## src/hdl/sha512_pkg.sv

```systemverilog
// SHA-512 shared definitions
// Word type, controller states, round constants, initial hash and round functions
package sha512_pkg;

  // One SHA-512 word
  typedef logic [63:0] word_t;

  // Controller states
  typedef enum logic [1:0] {
    CTRL_IDLE,
    CTRL_ROUNDS,
    CTRL_DONE
  } ctrl_state_t;

  // Fixed sizes from the standard
  localparam int NUM_ROUNDS  = 80;
  localparam int ROUND_CTR_W = 7;
  localparam int BLOCK_W     = 1024;
  localparam int DIGEST_W    = 512;

  // ----------------------------------------
  // Round constants K0..K79
  // ----------------------------------------
  localparam word_t K_TABLE [0:NUM_ROUNDS-1] = '{
    64'h428a2f98d728ae22, 64'h7137449123ef65cd,
    64'hb5c0fbcfec4d3b2f, 64'he9b5dba58189dbbc,
    64'h3956c25bf348b538, 64'h59f111f1b605d019,
    64'h923f82a4af194f9b, 64'hab1c5ed5da6d8118,
    64'hd807aa98a3030242, 64'h12835b0145706fbe,
    64'h243185be4ee4b28c, 64'h550c7dc3d5ffb4e2,
    64'h72be5d74f27b896f, 64'h80deb1fe3b1696b1,
    64'h9bdc06a725c71235, 64'hc19bf174cf692694,
    64'he49b69c19ef14ad2, 64'hefbe4786384f25e3,
    64'h0fc19dc68b8cd5b5, 64'h240ca1cc77ac9c65,
    64'h2de92c6f592b0275, 64'h4a7484aa6ea6e483,
    64'h5cb0a9dcbd41fbd4, 64'h76f988da831153b5,
    64'h983e5152ee66dfab, 64'ha831c66d2db43210,
    64'hb00327c898fb213f, 64'hbf597fc7beef0ee4,
    64'hc6e00bf33da88fc2, 64'hd5a79147930aa725,
    64'h06ca6351e003826f, 64'h142929670a0e6e70,
    64'h27b70a8546d22ffc, 64'h2e1b21385c26c926,
    64'h4d2c6dfc5ac42aed, 64'h53380d139d95b3df,
    64'h650a73548baf63de, 64'h766a0abb3c77b2a8,
    64'h81c2c92e47edaee6, 64'h92722c851482353b,
    64'ha2bfe8a14cf10364, 64'ha81a664bbc423001,
    64'hc24b8b70d0f89791, 64'hc76c51a30654be30,
    64'hd192e819d6ef5218, 64'hd69906245565a910,
    64'hf40e35855771202a, 64'h106aa07032bbd1b8,
    64'h19a4c116b8d2d0c8, 64'h1e376c085141ab53,
    64'h2748774cdf8eeb99, 64'h34b0bcb5e19b48a8,
    64'h391c0cb3c5c95a63, 64'h4ed8aa4ae3418acb,
    64'h5b9cca4f7763e373, 64'h682e6ff3d6b2b8a3,
    64'h748f82ee5defb2fc, 64'h78a5636f43172f60,
    64'h84c87814a1f0ab72, 64'h8cc702081a6439ec,
    64'h90befffa23631e28, 64'ha4506cebde82bde9,
    64'hbef9a3f7b2c67915, 64'hc67178f2e372532b,
    64'hca273eceea26619c, 64'hd186b8c721c0c207,
    64'heada7dd6cde0eb1e, 64'hf57d4f7fee6ed178,
    64'h06f067aa72176fba, 64'h0a637dc5a2c898a6,
    64'h113f9804bef90dae, 64'h1b710b35131c471b,
    64'h28db77f523047d84, 64'h32caab7b40c72493,
    64'h3c9ebe0a15c9bebc, 64'h431d67c49c100d4c,
    64'h4cc5d4becb3e42b6, 64'h597f299cfc657e2a,
    64'h5fcb6fab3ad6faec, 64'h6c44198c4a475817
  };

  // SHA-512 initial hash H0..H7
  localparam word_t H_INIT [0:7] = '{
    64'h6a09e667f3bcc908, 64'hbb67ae8584caa73b,
    64'h3c6ef372fe94f82b, 64'ha54ff53a5f1d36f1,
    64'h510e527fade682d1, 64'h9b05688c2b3e6c1f,
    64'h1f83d9abfb41bd6b, 64'h5be0cd19137e2179
  };

  // ----------------------------------------
  // Round functions
  // ----------------------------------------

  // Rotate right by n bits
  function automatic word_t rotr(input word_t x, input int n);
    return (x >> n) | (x << (64 - n));
  endfunction

  // Sigma0 on the a path
  function automatic word_t big_sigma0(input word_t x);
    return rotr(x, 28) ^ rotr(x, 34) ^ rotr(x, 39);
  endfunction

  // Sigma1 on the e path
  function automatic word_t big_sigma1(input word_t x);
    return rotr(x, 14) ^ rotr(x, 18) ^ rotr(x, 41);
  endfunction

  // Schedule sigma0, last term is a plain shift
  function automatic word_t small_sigma0(input word_t x);
    return rotr(x, 1) ^ rotr(x, 8) ^ (x >> 7);
  endfunction

  // Schedule sigma1
  function automatic word_t small_sigma1(input word_t x);
    return rotr(x, 19) ^ rotr(x, 61) ^ (x >> 6);
  endfunction

  // e selects between f and g
  function automatic word_t ch(input word_t x, input word_t y, input word_t z);
    return (x & y) ^ (~x & z);
  endfunction

  // Bitwise majority vote
  function automatic word_t maj(input word_t x, input word_t y, input word_t z);
    return (x & y) ^ (x & z) ^ (y & z);
  endfunction

endpackage

```

## src/hdl/sha512_w_mem.sv

```systemverilog
// SHA-512 message schedule
// Sixteen-word sliding window, one new schedule word per round
`timescale 1ns/1ps

module sha512_w_mem
  import sha512_pkg::*;
(
  input  logic               clk,
  input  logic               reset_n,
  input  logic               zeroize,
  input  logic [BLOCK_W-1:0] block_msg,
  input  logic               load_block,
  input  logic               round_step,
  output word_t              w_val
);

  // Window holds W[t] .. W[t+15], head at index 0
  word_t w_reg [0:15];
  word_t w_new;

  // ----------------------------------------
  // Recurrence for W[t+16]
  // ----------------------------------------
  // W[t+16] = s1(W[t+14]) + W[t+9] + s0(W[t+1]) + W[t]
  always_comb
  begin
    w_new = small_sigma1(w_reg[14]) + w_reg[9] + small_sigma0(w_reg[1]) + w_reg[0];
  end

  // Current round word
  assign w_val = w_reg[0];

  // ----------------------------------------
  // Window registers
  // ----------------------------------------
  always_ff @(posedge clk or negedge reset_n)
  begin
    if (!reset_n)
    begin
      for (int i = 0; i < 16; i++)
        w_reg[i] <= '0;
    end
    else if (zeroize)
    begin
      for (int i = 0; i < 16; i++)
        w_reg[i] <= '0;
    end
    else if (load_block)
    begin
      // Most significant word of the block is W0
      for (int i = 0; i < 16; i++)
        w_reg[i] <= block_msg[BLOCK_W-1-64*i -: 64];
    end
    else if (round_step)
    begin
      // Slide toward the head
      for (int i = 0; i < 15; i++)
        w_reg[i] <= w_reg[i+1];
      w_reg[15] <= w_new;
    end
  end

endmodule

```

## config.mk

```make
export PLATFORM = sky130hd
export DESIGN_NAME = sha512_w_mem
export DESIGN_NICKNAME = d
export VERILOG_FILES = /design/src/hdl/sha512_pkg.sv /design/src/hdl/sha512_w_mem.sv
export SDC_FILE = /design/constraint.sdc
export NUM_CORES = 2
export LEC_CHECK = 0
export BUFFER_PORTS_ARGS = -buffer_cell sky130_fd_sc_hd__buf_2
export CAP_MARGIN = 20
export CORE_AREA = 4 4 419 421
export CTS_CLUSTER_SIZE = 16
export DETAILED_ROUTE_END_ITERATION = 7
export DIE_AREA = 0 0 423 425
export GPL_TIMING_DRIVEN = 0
export HOLD_SLACK_MARGIN = 0.08
export PLACE_DENSITY = 0.58
export SYNTH_ARGS = -nofsm -noshare
export SYNTH_HDL_FRONTEND = slang
export SYNTH_SLANG_ARGS = --single-unit
```

## constraint.sdc

```tcl
create_clock -name clk -period 6.67 [get_ports clk]
set_input_delay 1.0005 -clock clk [delete_from_list [all_inputs] [get_ports clk]]
set_output_delay 1.0005 -clock clk [all_outputs]
set_load 0.02 [all_outputs]
```

==> impl_metrics.ini <==
[pwr]
vdd_ir_drop_max_v = 0.0002336
p_leak_nw = 36.64
power_w = 0.02101
cellPowerDensity_nw_per_um2 = 284.7

[clock_tree]
clk_pin_slew_ps = 60
insertion_delay_ps = 810
cts_sinks = 1024
hold_buffers = 0
post_cts_buffers = 0
cts_tree = built
cts_buffers = 130
cts-root-buf = clkbuf_16
clk_path_buf_depth = 3
cts_resized = 0
cts_max_level = 4

[final_layout]
final_cell_mix = nor2_1 (2010), buf_2 (1100), a21oi_1 (1057)
fin_cells = 10563
largest_reg_flops = 960
mostFrequentLayoutCell = nor2_1
finalNetCount = 9276
drive_gt1_share_pct = 17.32
syn_to_final_growth_pct = 22.42
fillers = 17293

[worst_hold_path]
hp-class = input pin to async pin

[synth]
synth_enable_flop_cells = 0
synthesis.area_um2 = 60290
ys_ff_latch = 1024
syn_inst = 6816
syn_avg_cell_area_um2 = 8.846
synth_seq_area_share_pct = 42.50
syn_nets = 8034
yosysWarnings = 0
synthFlopType = dfrtp_1
async_flop_share_pct = 100.0
synth.distinct_cells = 67

[timing]
tns_ps = 0
max_freq_ghz = 0.1766
relSlewSlack_pct = 21.81
fin_crit_sh_pct = 84.89
rsz0062_at_grt = no
worst_pin_slew_ps = 1173
whs_ps = 188.4
finalHoldViolations = 0
slew_viol_final = 0
fin_worst_skew_ps = 54.94
final.min_clock_period_ps = 5662
setup_viol_count_final = 0

[global_route]
overflow = 0
grt_antenna_before_repair = 138
grt_pass1_wl_um = 440100
grt_usage_pct = 34.97
grt_pass1_vias = 55860
grt_max_degree = 162

[floorplan]
rows = 152
die_h_um = 425
core_um2 = 171400
initial_core_util_pct = 35.19
dieWidth_um = 423
ios = 1093
dieArea_um2 = 179800

[setup_path]
critPathKind = flop to flop
path_cells = clkbuf_1, xnor2_1, xnor2_1, fa_1, inv_1, fa_1, inv_1, ha_1, fa_1, a211oi_2, o21ai_1, a21oi_1, a2111oi_4, o21ai_0, nand2_1, a211oi_1, xnor2_1, o21ai_0
critPathLaunchType = flop
cp.required_ps = 7330
worstSetupEndpointType = flop
max_stage_delay_ps = 710
cp.arrival_ps = 6320
crit_fanout = 5
critPathSlowestCell = clkbuf_1
path_delay_family = compound AO/OA/AOI/OAI gates
path_buf_inv = 3

[run_status]
status = complete, no violations

[route]
drt.antenna.violating_nets = 0
wl_per_cell_um = 30.82
wl_um = 325600
drt-pass1-iter-count = 6
route.detailed.drc = 0
vias = 56747
drt_iter0_drc = 5575
vias_per_cell = 5.372

[flow_run]
drv_cap = 0

[place]
gp_congestion = 0.9914
port_buffers = 1089
place_hpwl_um = 267000
place_inst = 10235
## area by class of cell
| cell class | instances | area (µm²) | area share (%) |
|---|---|---|---|
| antenna | 94 | 235.2 | 0.3187 |
| buffer | 589 | 2476 | 3.355 |
| clock buffer | 194 | 3784 | 5.126 |
| clock inverter | 39 | 720.7 | 0.9764 |
| inverter | 265 | 994.7 | 1.348 |
| multi-input combinational | 4938 | 31210 | 42.28 |
| sequential | 1024 | 25620 | 34.72 |
| tap | 2310 | 2890 | 3.916 |
| timing repair buffer | 1110 | 5877 | 7.962 |
## report_power, final
group / switching, W / total (W) / internal [W]
Clock: 0.00314 / 0.00752 / 0.00438
Sequential: 0.000547 / 0.00717 / 0.00662
Combinational: 0.00407 / 0.00633 / 0.00226
Total: 0.00776 / 0.0210 / 0.0133
## cell usage after synthesis, drive strengths merged (4+ instances only)
cell type | instances | share of area, %
nor3 | 15 | 0.12
inv | 265 | 1.6
o21bai | 20 | 0.27
or3 | 5 | 0.052
xnor2 | 176 | 2.6
a2111oi | 4 | 0.10
a22oi | 28 | 0.35
nand2 | 62 | 0.39
xor2 | 125 | 1.8
a21oi | 1059 | 8.8
a21o | 31 | 0.39
nand2b | 7 | 0.073
nor2b | 7 | 0.073
and3 | 9 | 0.093
mux2i | 990 | 16
ha | 63 | 1.3
clkbuf | 428 | 2.7
nand3 | 15 | 0.13
a211oi | 28 | 0.39
a31oi | 7 | 0.073
fa | 126 | 4.2
o31ai | 6 | 0.091
a211o | 4 | 0.058
dfrtp | 1024 | 43
a221oi | 4 | 0.068
o21a | 7 | 0.087
o21ai | 68 | 0.56
nor2 | 2011 | 13
buf | 161 | 1.4
o211ai | 4 | 0.050
nand4 | 25 | 0.26
## metal layers
metal	up-vias	part of all wire [%]	routed length, µm	track usage (%)
met5	-	0.080	262	0
met4	40	6.6	21650	20.82
met3	669	6.5	21220	5.656
met2	2629	47	151600	56.56
met1	28244	40	130800	44.17
li1	25165	-	-	-
## final timing paths
kind                               to  slack (ps)           start  depth (start not counted)
max in group asynchronous  w_reg[603]        4340         reset_n                          3
setup reg to reg            w_reg[53]        1010      w_reg[903]                         18
hold / removal             w_reg[302]         190         reset_n                          1
setup / recovery            w_reg[53]        1010      w_reg[903]                         18
hold reg to reg             w_reg[34]         520       w_reg[34]                          2
min in group clk           w_reg[825]         430  block_msg[825]                          3
## worst reg2reg max path: cells and delay by family, from the launching register on
kind | cells | cell delay [ps]
buf+inv | 3 | 820
compound gates | 7 | 2090
flops | 1 | 320
simple gates | 1 | 240
xor+xnor | 3 | 620
fa+ha+maj | 4 | 1440
## per-stage QoR
stage,util (%),cell area [µm²],setup WS (ps)
finish,43.07,73810,1008
global route,43.03,73730,752.9
CTS,42.93,73560,975.4
detailed placement,40.30,69060,1005
global placement,40.05,68630,-19350
floorplan,-,60290,2405
## cells by family after synthesis
group | share of synthesized area, %
XOR/XNOR | 4.372
flip-flops | 42.50
adder cells (fa/ha/maj) | 5.491
AO/OA/AOI/OAI | 11.58
multiplexers | 16.44
AND/OR/NAND/NOR | 13.89
buffers and inverters | 5.738
Power figures use the tool's default switching activity.
