==> src/hdl/sha512_pkg.sv <==
// SHA-512 shared definitions
// Word type, controller states, round constants, initial hash and round functions
package sha512_pkg;

  // One SHA-512 word
  typedef logic [63:0] word_t;

  // Controller states
  typedef enum logic [1:0] {
    CTRL_IDLE,
    CTRL_ROUNDS,
    CTRL_DONE
  } ctrl_state_t;

  // Fixed sizes from the standard
  localparam int NUM_ROUNDS  = 80;
  localparam int ROUND_CTR_W = 7;
  localparam int BLOCK_W     = 1024;
  localparam int DIGEST_W    = 512;

  // ----------------------------------------
  // Round constants K0..K79
  // ----------------------------------------
  localparam word_t K_TABLE [0:NUM_ROUNDS-1] = '{
    64'h428a2f98d728ae22, 64'h7137449123ef65cd,
    64'hb5c0fbcfec4d3b2f, 64'he9b5dba58189dbbc,
    64'h3956c25bf348b538, 64'h59f111f1b605d019,
    64'h923f82a4af194f9b, 64'hab1c5ed5da6d8118,
    64'hd807aa98a3030242, 64'h12835b0145706fbe,
    64'h243185be4ee4b28c, 64'h550c7dc3d5ffb4e2,
    64'h72be5d74f27b896f, 64'h80deb1fe3b1696b1,
    64'h9bdc06a725c71235, 64'hc19bf174cf692694,
    64'he49b69c19ef14ad2, 64'hefbe4786384f25e3,
    64'h0fc19dc68b8cd5b5, 64'h240ca1cc77ac9c65,
    64'h2de92c6f592b0275, 64'h4a7484aa6ea6e483,
    64'h5cb0a9dcbd41fbd4, 64'h76f988da831153b5,
    64'h983e5152ee66dfab, 64'ha831c66d2db43210,
    64'hb00327c898fb213f, 64'hbf597fc7beef0ee4,
    64'hc6e00bf33da88fc2, 64'hd5a79147930aa725,
    64'h06ca6351e003826f, 64'h142929670a0e6e70,
    64'h27b70a8546d22ffc, 64'h2e1b21385c26c926,
    64'h4d2c6dfc5ac42aed, 64'h53380d139d95b3df,
    64'h650a73548baf63de, 64'h766a0abb3c77b2a8,
    64'h81c2c92e47edaee6, 64'h92722c851482353b,
    64'ha2bfe8a14cf10364, 64'ha81a664bbc423001,
    64'hc24b8b70d0f89791, 64'hc76c51a30654be30,
    64'hd192e819d6ef5218, 64'hd69906245565a910,
    64'hf40e35855771202a, 64'h106aa07032bbd1b8,
    64'h19a4c116b8d2d0c8, 64'h1e376c085141ab53,
    64'h2748774cdf8eeb99, 64'h34b0bcb5e19b48a8,
    64'h391c0cb3c5c95a63, 64'h4ed8aa4ae3418acb,
    64'h5b9cca4f7763e373, 64'h682e6ff3d6b2b8a3,
    64'h748f82ee5defb2fc, 64'h78a5636f43172f60,
    64'h84c87814a1f0ab72, 64'h8cc702081a6439ec,
    64'h90befffa23631e28, 64'ha4506cebde82bde9,
    64'hbef9a3f7b2c67915, 64'hc67178f2e372532b,
    64'hca273eceea26619c, 64'hd186b8c721c0c207,
    64'heada7dd6cde0eb1e, 64'hf57d4f7fee6ed178,
    64'h06f067aa72176fba, 64'h0a637dc5a2c898a6,
    64'h113f9804bef90dae, 64'h1b710b35131c471b,
    64'h28db77f523047d84, 64'h32caab7b40c72493,
    64'h3c9ebe0a15c9bebc, 64'h431d67c49c100d4c,
    64'h4cc5d4becb3e42b6, 64'h597f299cfc657e2a,
    64'h5fcb6fab3ad6faec, 64'h6c44198c4a475817
  };

  // SHA-512 initial hash H0..H7
  localparam word_t H_INIT [0:7] = '{
    64'h6a09e667f3bcc908, 64'hbb67ae8584caa73b,
    64'h3c6ef372fe94f82b, 64'ha54ff53a5f1d36f1,
    64'h510e527fade682d1, 64'h9b05688c2b3e6c1f,
    64'h1f83d9abfb41bd6b, 64'h5be0cd19137e2179
  };

  // ----------------------------------------
  // Round functions
  // ----------------------------------------

  // Rotate right by n bits
  function automatic word_t rotr(input word_t x, input int n);
    return (x >> n) | (x << (64 - n));
  endfunction

  // Sigma0 on the a path
  function automatic word_t big_sigma0(input word_t x);
    return rotr(x, 28) ^ rotr(x, 34) ^ rotr(x, 39);
  endfunction

  // Sigma1 on the e path
  function automatic word_t big_sigma1(input word_t x);
    return rotr(x, 14) ^ rotr(x, 18) ^ rotr(x, 41);
  endfunction

  // Schedule sigma0, last term is a plain shift
  function automatic word_t small_sigma0(input word_t x);
    return rotr(x, 1) ^ rotr(x, 8) ^ (x >> 7);
  endfunction

  // Schedule sigma1
  function automatic word_t small_sigma1(input word_t x);
    return rotr(x, 19) ^ rotr(x, 61) ^ (x >> 6);
  endfunction

  // e selects between f and g
  function automatic word_t ch(input word_t x, input word_t y, input word_t z);
    return (x & y) ^ (~x & z);
  endfunction

  // Bitwise majority vote
  function automatic word_t maj(input word_t x, input word_t y, input word_t z);
    return (x & y) ^ (x & z) ^ (y & z);
  endfunction

endpackage

==> src/hdl/sha512_ctrl.sv <==
// SHA-512 block controller
// Accepts a command, steps the 80 rounds, then folds the result into the digest
`timescale 1ns/1ps

module sha512_ctrl
  import sha512_pkg::*;
(
  input  logic                   clk,
  input  logic                   reset_n,
  input  logic                   zeroize,
  input  logic                   init_cmd,
  input  logic                   next_cmd,
  output logic                   load_block,
  output logic                   state_init,
  output logic                   first_block,
  output logic                   round_step,
  output logic                   digest_update,
  output logic [ROUND_CTR_W-1:0] round_idx,
  output logic                   ready,
  output logic                   digest_valid
);

  ctrl_state_t            state_reg;
  ctrl_state_t            state_next;
  logic [ROUND_CTR_W-1:0] round_ctr;
  logic                   accept;
  logic                   last_round;

  // Commands only count while idle, init wins over next
  assign accept     = (state_reg == CTRL_IDLE) && (init_cmd || next_cmd);
  assign last_round = (round_ctr == ROUND_CTR_W'(NUM_ROUNDS - 1));

  // ----------------------------------------
  // Datapath strobes
  // ----------------------------------------
  // Load happens on the accepting edge itself
  assign load_block    = accept;
  assign state_init    = accept;
  assign first_block   = accept && init_cmd;
  assign round_step    = (state_reg == CTRL_ROUNDS);
  assign digest_update = (state_reg == CTRL_DONE);
  assign round_idx     = round_ctr;

  // Next state
  always_comb
  begin
    state_next = state_reg;
    unique case (state_reg)
      CTRL_IDLE:
        if (accept)
          state_next = CTRL_ROUNDS;
      CTRL_ROUNDS:
        // Leave after round 79
        if (last_round)
          state_next = CTRL_DONE;
      CTRL_DONE:
        state_next = CTRL_IDLE;
      default:
        state_next = CTRL_IDLE;
    endcase
  end

  // ----------------------------------------
  // Control registers
  // ----------------------------------------
  always_ff @(posedge clk or negedge reset_n)
  begin
    if (!reset_n)
    begin
      state_reg    <= CTRL_IDLE;
      round_ctr    <= '0;
      ready        <= 1'b1;
      digest_valid <= 1'b0;
    end
    else if (zeroize)
    begin
      state_reg    <= CTRL_IDLE;
      round_ctr    <= '0;
      ready        <= 1'b1;
      digest_valid <= 1'b0;
    end
    else
    begin
      state_reg <= state_next;
      // Counter parks on the last round so the K lookup stays in range
      if (accept)
        round_ctr <= '0;
      else if (round_step && !last_round)
        round_ctr <= round_ctr + 1'b1;
      if (accept)
      begin
        ready        <= 1'b0;
        digest_valid <= 1'b0;
      end
      else if (digest_update)
      begin
        ready        <= 1'b1;
        digest_valid <= 1'b1;
      end
    end
  end

endmodule

==> config.mk <==
export PLATFORM = sky130hd
export DESIGN_NAME = sha512_ctrl
export DESIGN_NICKNAME = d
export VERILOG_FILES = /design/src/hdl/sha512_pkg.sv /design/src/hdl/sha512_ctrl.sv
export SDC_FILE = /design/constraint.sdc
export NUM_CORES = 1
export LEC_CHECK = 0
export ABC_AREA = 1
export BUFFER_PORTS_ARGS = -buffer_cell sky130_fd_sc_hd__buf_4
export CORE_MARGIN = 2
export CORE_UTILIZATION = 43
export CTS_CLUSTER_DIAMETER = 120
export DETAILED_ROUTE_END_ITERATION = 8
export PLACE_DENSITY = 0.71
export SYNTH_ARGS = -nofsm -noshare
export SYNTH_HDL_FRONTEND = slang
export SYNTH_SLANG_ARGS = --single-unit
==> constraint.sdc <==
create_clock -name clk -period 1.3 [get_ports clk]
set_clock_uncertainty 0.1 [all_clocks]
set_input_delay 0.26 -clock clk [delete_from_list [all_inputs] [get_ports clk]]
set_output_delay 0.26 -clock clk [all_outputs]
set_load 0.005 [all_outputs]
==> results.yml <==
power_and_ir_drop:
  p_leak_nw: 0.5755
  peakVddDrop_mv: 0.6047
  p_per_area_nw_per_um2: 823.9
layout:
  stdcell_count: 136
  fillers: 83
  largest_reg_flops: 7
  nets: 128
  drive_gt1_share_pct: 58.68
  area_growth_pct: 75.30
  antenna_cells: 0
logic_synthesis:
  synth_compound_area_share_pct: 7.968
  yosysTopAreaCell: "dfrtp_1"
  synth-seq-cells: 11
  synth_mux_area_share_pct: 0
  synthArstFlopShare_pct: 100.0
  synth_top_area_share_pct: 39.84
  synth_top_family_by_area: "simple AND/OR/NAND/NOR gates"
  yosysMostFrequentCell: "nand2_1"
  seq_area_frac_synth_pct: 44.02
  netlist_area_um2: 628.1
  synth-simple-area-share_pct: 34.86
  synth_commonest_cells: "19 x nand2_1, 14 x nor2_1, 12 x inv_1, 10 x dfrtp_1, 6 x nand3_1"
  yosysWarningCount: 0
  synth_adder_area_share_pct: 1.992
  synth_area_leaders: "dfrtp_1 40%, nand2_1 11%, nor2_1 8.4%"
  synthXorXnorAreaFrac_pct: 2.789
  synth_edf_count: 0
  avgSynthCellArea_um2: 7.754
  syn_nets: 87
  netlist_instances: 81
  synth_cell_types: 21
  ys.flop_type: "dfrtp_1"
die:
  die_h_um: 42.22
  die_area_um2: 1783
  rows: 13
  initial_core_util_pct: 47.09
  io_pins: 19
  die_w_um: 42.22
  coreArea_um2: 1334
sta:
  worstMarginPinSlew_ps: 246.8
  fin_crit_ps: 1487
  setup_tns_ps: -1077
  setup_viol: 13
  slew_headroom_pct: 83.51
  hold_viol_final: 0
  fin_crit_sh_pct: 114.4
  drv_slew: 0
  timing.fmax_ghz: 0.6726
  setup_ws_ps: -186.7
  rsz0062_at_grt: "true"
critical_path:
  path_delay_family: "flip-flops"
  worstSetupPathType: "reg2out"
  max_stage_delay_ps: 400
  cp-end-kind: "primary output"
  required_ps: 940
  cp_slowest_cell: "dfrtp_1"
  crit_arrival_ps: 1130
  cp_max_fo: 3
  cp_cell_sequence: "nor2_2 -> inv_2 -> nor2_4 -> buf_4"
  cp_num_buf_inv: 2
  worstSetupStartpointType: "register"
placed_design:
  place.gp.congestion: 0.7741
  dp.final_hpwl_um: 1067
  place_inst: 120
  portBuffers: 18
route:
  route.detailed.drc: 0
  vias: 666
  drt_wl_total_um: 1653
  vias_per_cell: 4.897
  drtIter0Drc: 8
  ant_nets: 0
  wire_per_inst_um: 12.15
  dr.pass1.iters: 4
clock_tree:
  cts_root_buffer: "clkbuf_4"
  cts_buffer_depth: 2
  insertion_delay_ps: 280
  cts_tree: "done"
  cts_buffers: 3
  clock-sinks: 11
  path_clk_slew_ps: 80
  htree_levels: 1
grt:
  grt_pass1_vias: 657
  grt_max_degree: 12
  track_usage_pct: 21.55
  grt_first_pass_wirelength_um: 2863
  antenna_found_initial: 0
  grt.overflow.total: 0
run_status:
  violations: "negative setup slack"
  outcome: "finished with violations"
min_path:
  hp-class: "in2reg"
job:
  drv_cap: 0
[worst register-to-register path: stages, from the launching register on]
cell and delay, ps:
dfrtp_2 440, ha_4 170, nand3_4 110, nor2_4 50, nor2_4 200, nor2_8 70, nand2_1 60, o21ai_1 60
[cell families (layout without fill, tap and decap cells)]
family | count (synthesis) | count (layout)
simple gates | 46 | 46
buf+inv | 13 | 53
flops | 11 | 11
compound gates | 8 | 8
xor+xnor | 2 | 2
fa+ha+maj | 1 | 1
[metal layers]
layer / up-vias / track usage (%) / routed length, µm
met3: 4 / 6.034 / 65
met1: 311 / 25.53 / 720
met5: - / 0 / 0
met4: 0 / 8.750 / 19
li1: 336 / - / -
met2: 15 / 36.31 / 848
[through the flow]
| step | utilization [%] | area, µm² | power (mW) | setup WS [ps] | hold slack (ps) |
|---|---|---|---|---|---|
| 2_1_floorplan | - | 655.6 | 0.4728 | -26.48 | -135.6 |
| 3_3_place_gp | 64.07 | 854.6 | 0.5666 | -19.76 | 1.791 |
| 3_5_place_dp | 64.07 | 854.6 | 0.5684 | -43.67 | 3.266 |
| 4_1_cts | 76.17 | 1016 | 0.8856 | -194.8 | 121.9 |
| 5_1_grt | 82.55 | 1101 | 0.9577 | -241.3 | 117.6 |
| 6_report | 82.55 | 1101 | 0.9072 | -186.7 | 136.4 |
[placed cells by master (no fill, tap or decap), types with 3 or more instances in the layout]
| cell | instances |
|---|---|
| nor2_2 | 5 |
| dfrtp_1 | 7 |
| nand2_1 | 15 |
| nor2_4 | 4 |
| buf_4 | 26 |
| nor2_1 | 7 |
| nand3_1 | 3 |
| clkbuf_4 | 3 |
| inv_2 | 4 |
| inv_1 | 7 |
| buf_6 | 10 |
| dfrtp_2 | 3 |
[where the power goes]
| group | total, mW | internal (mW) | switching, mW |
|---|---|---|---|
| Sequential | 0.374 | 0.360 | 0.0138 |
| Clock | 0.248 | 0.114 | 0.133 |
| Combinational | 0.286 | 0.149 | 0.136 |
[area by class of cell]
cell class                 count  area, µm²  share of cell area [%]
timing repair buffer          37      317.8                   28.86
clock inverter                 1      5.005                  0.4545
inverter                      12      47.55                   4.318
clock buffer                   3      22.52                   2.045
multi-input combinational     57      409.1                   37.16
sequential                    11      280.3                   25.45
tap                           15      18.77                   1.705
[final timing paths]
check,startpoint,to,slack (ps),cells past startpoint
max in group asynchronous,reset_n,ready,630,2
min reg2reg,digest_valid,digest_valid,440,2
max reg2reg,round_idx[1],round_idx[4],-70,7
min in group asynchronous,reset_n,round_idx[2],240,2
max,state_reg[0],load_block,-190,4
min,zeroize,ready,140,2
[what timing repair did]
item | in CTS | in global routing
hold buffers | 1 | 0
buffers inserted | 8 | 3
setup endpoints to repair | 14 | 18
resized for setup | 19 | 21
pin swaps | 8 | 12
endpoints found under the hold margin | 11 | 0
No activity file was read; power rests on OpenSTA's default activity.
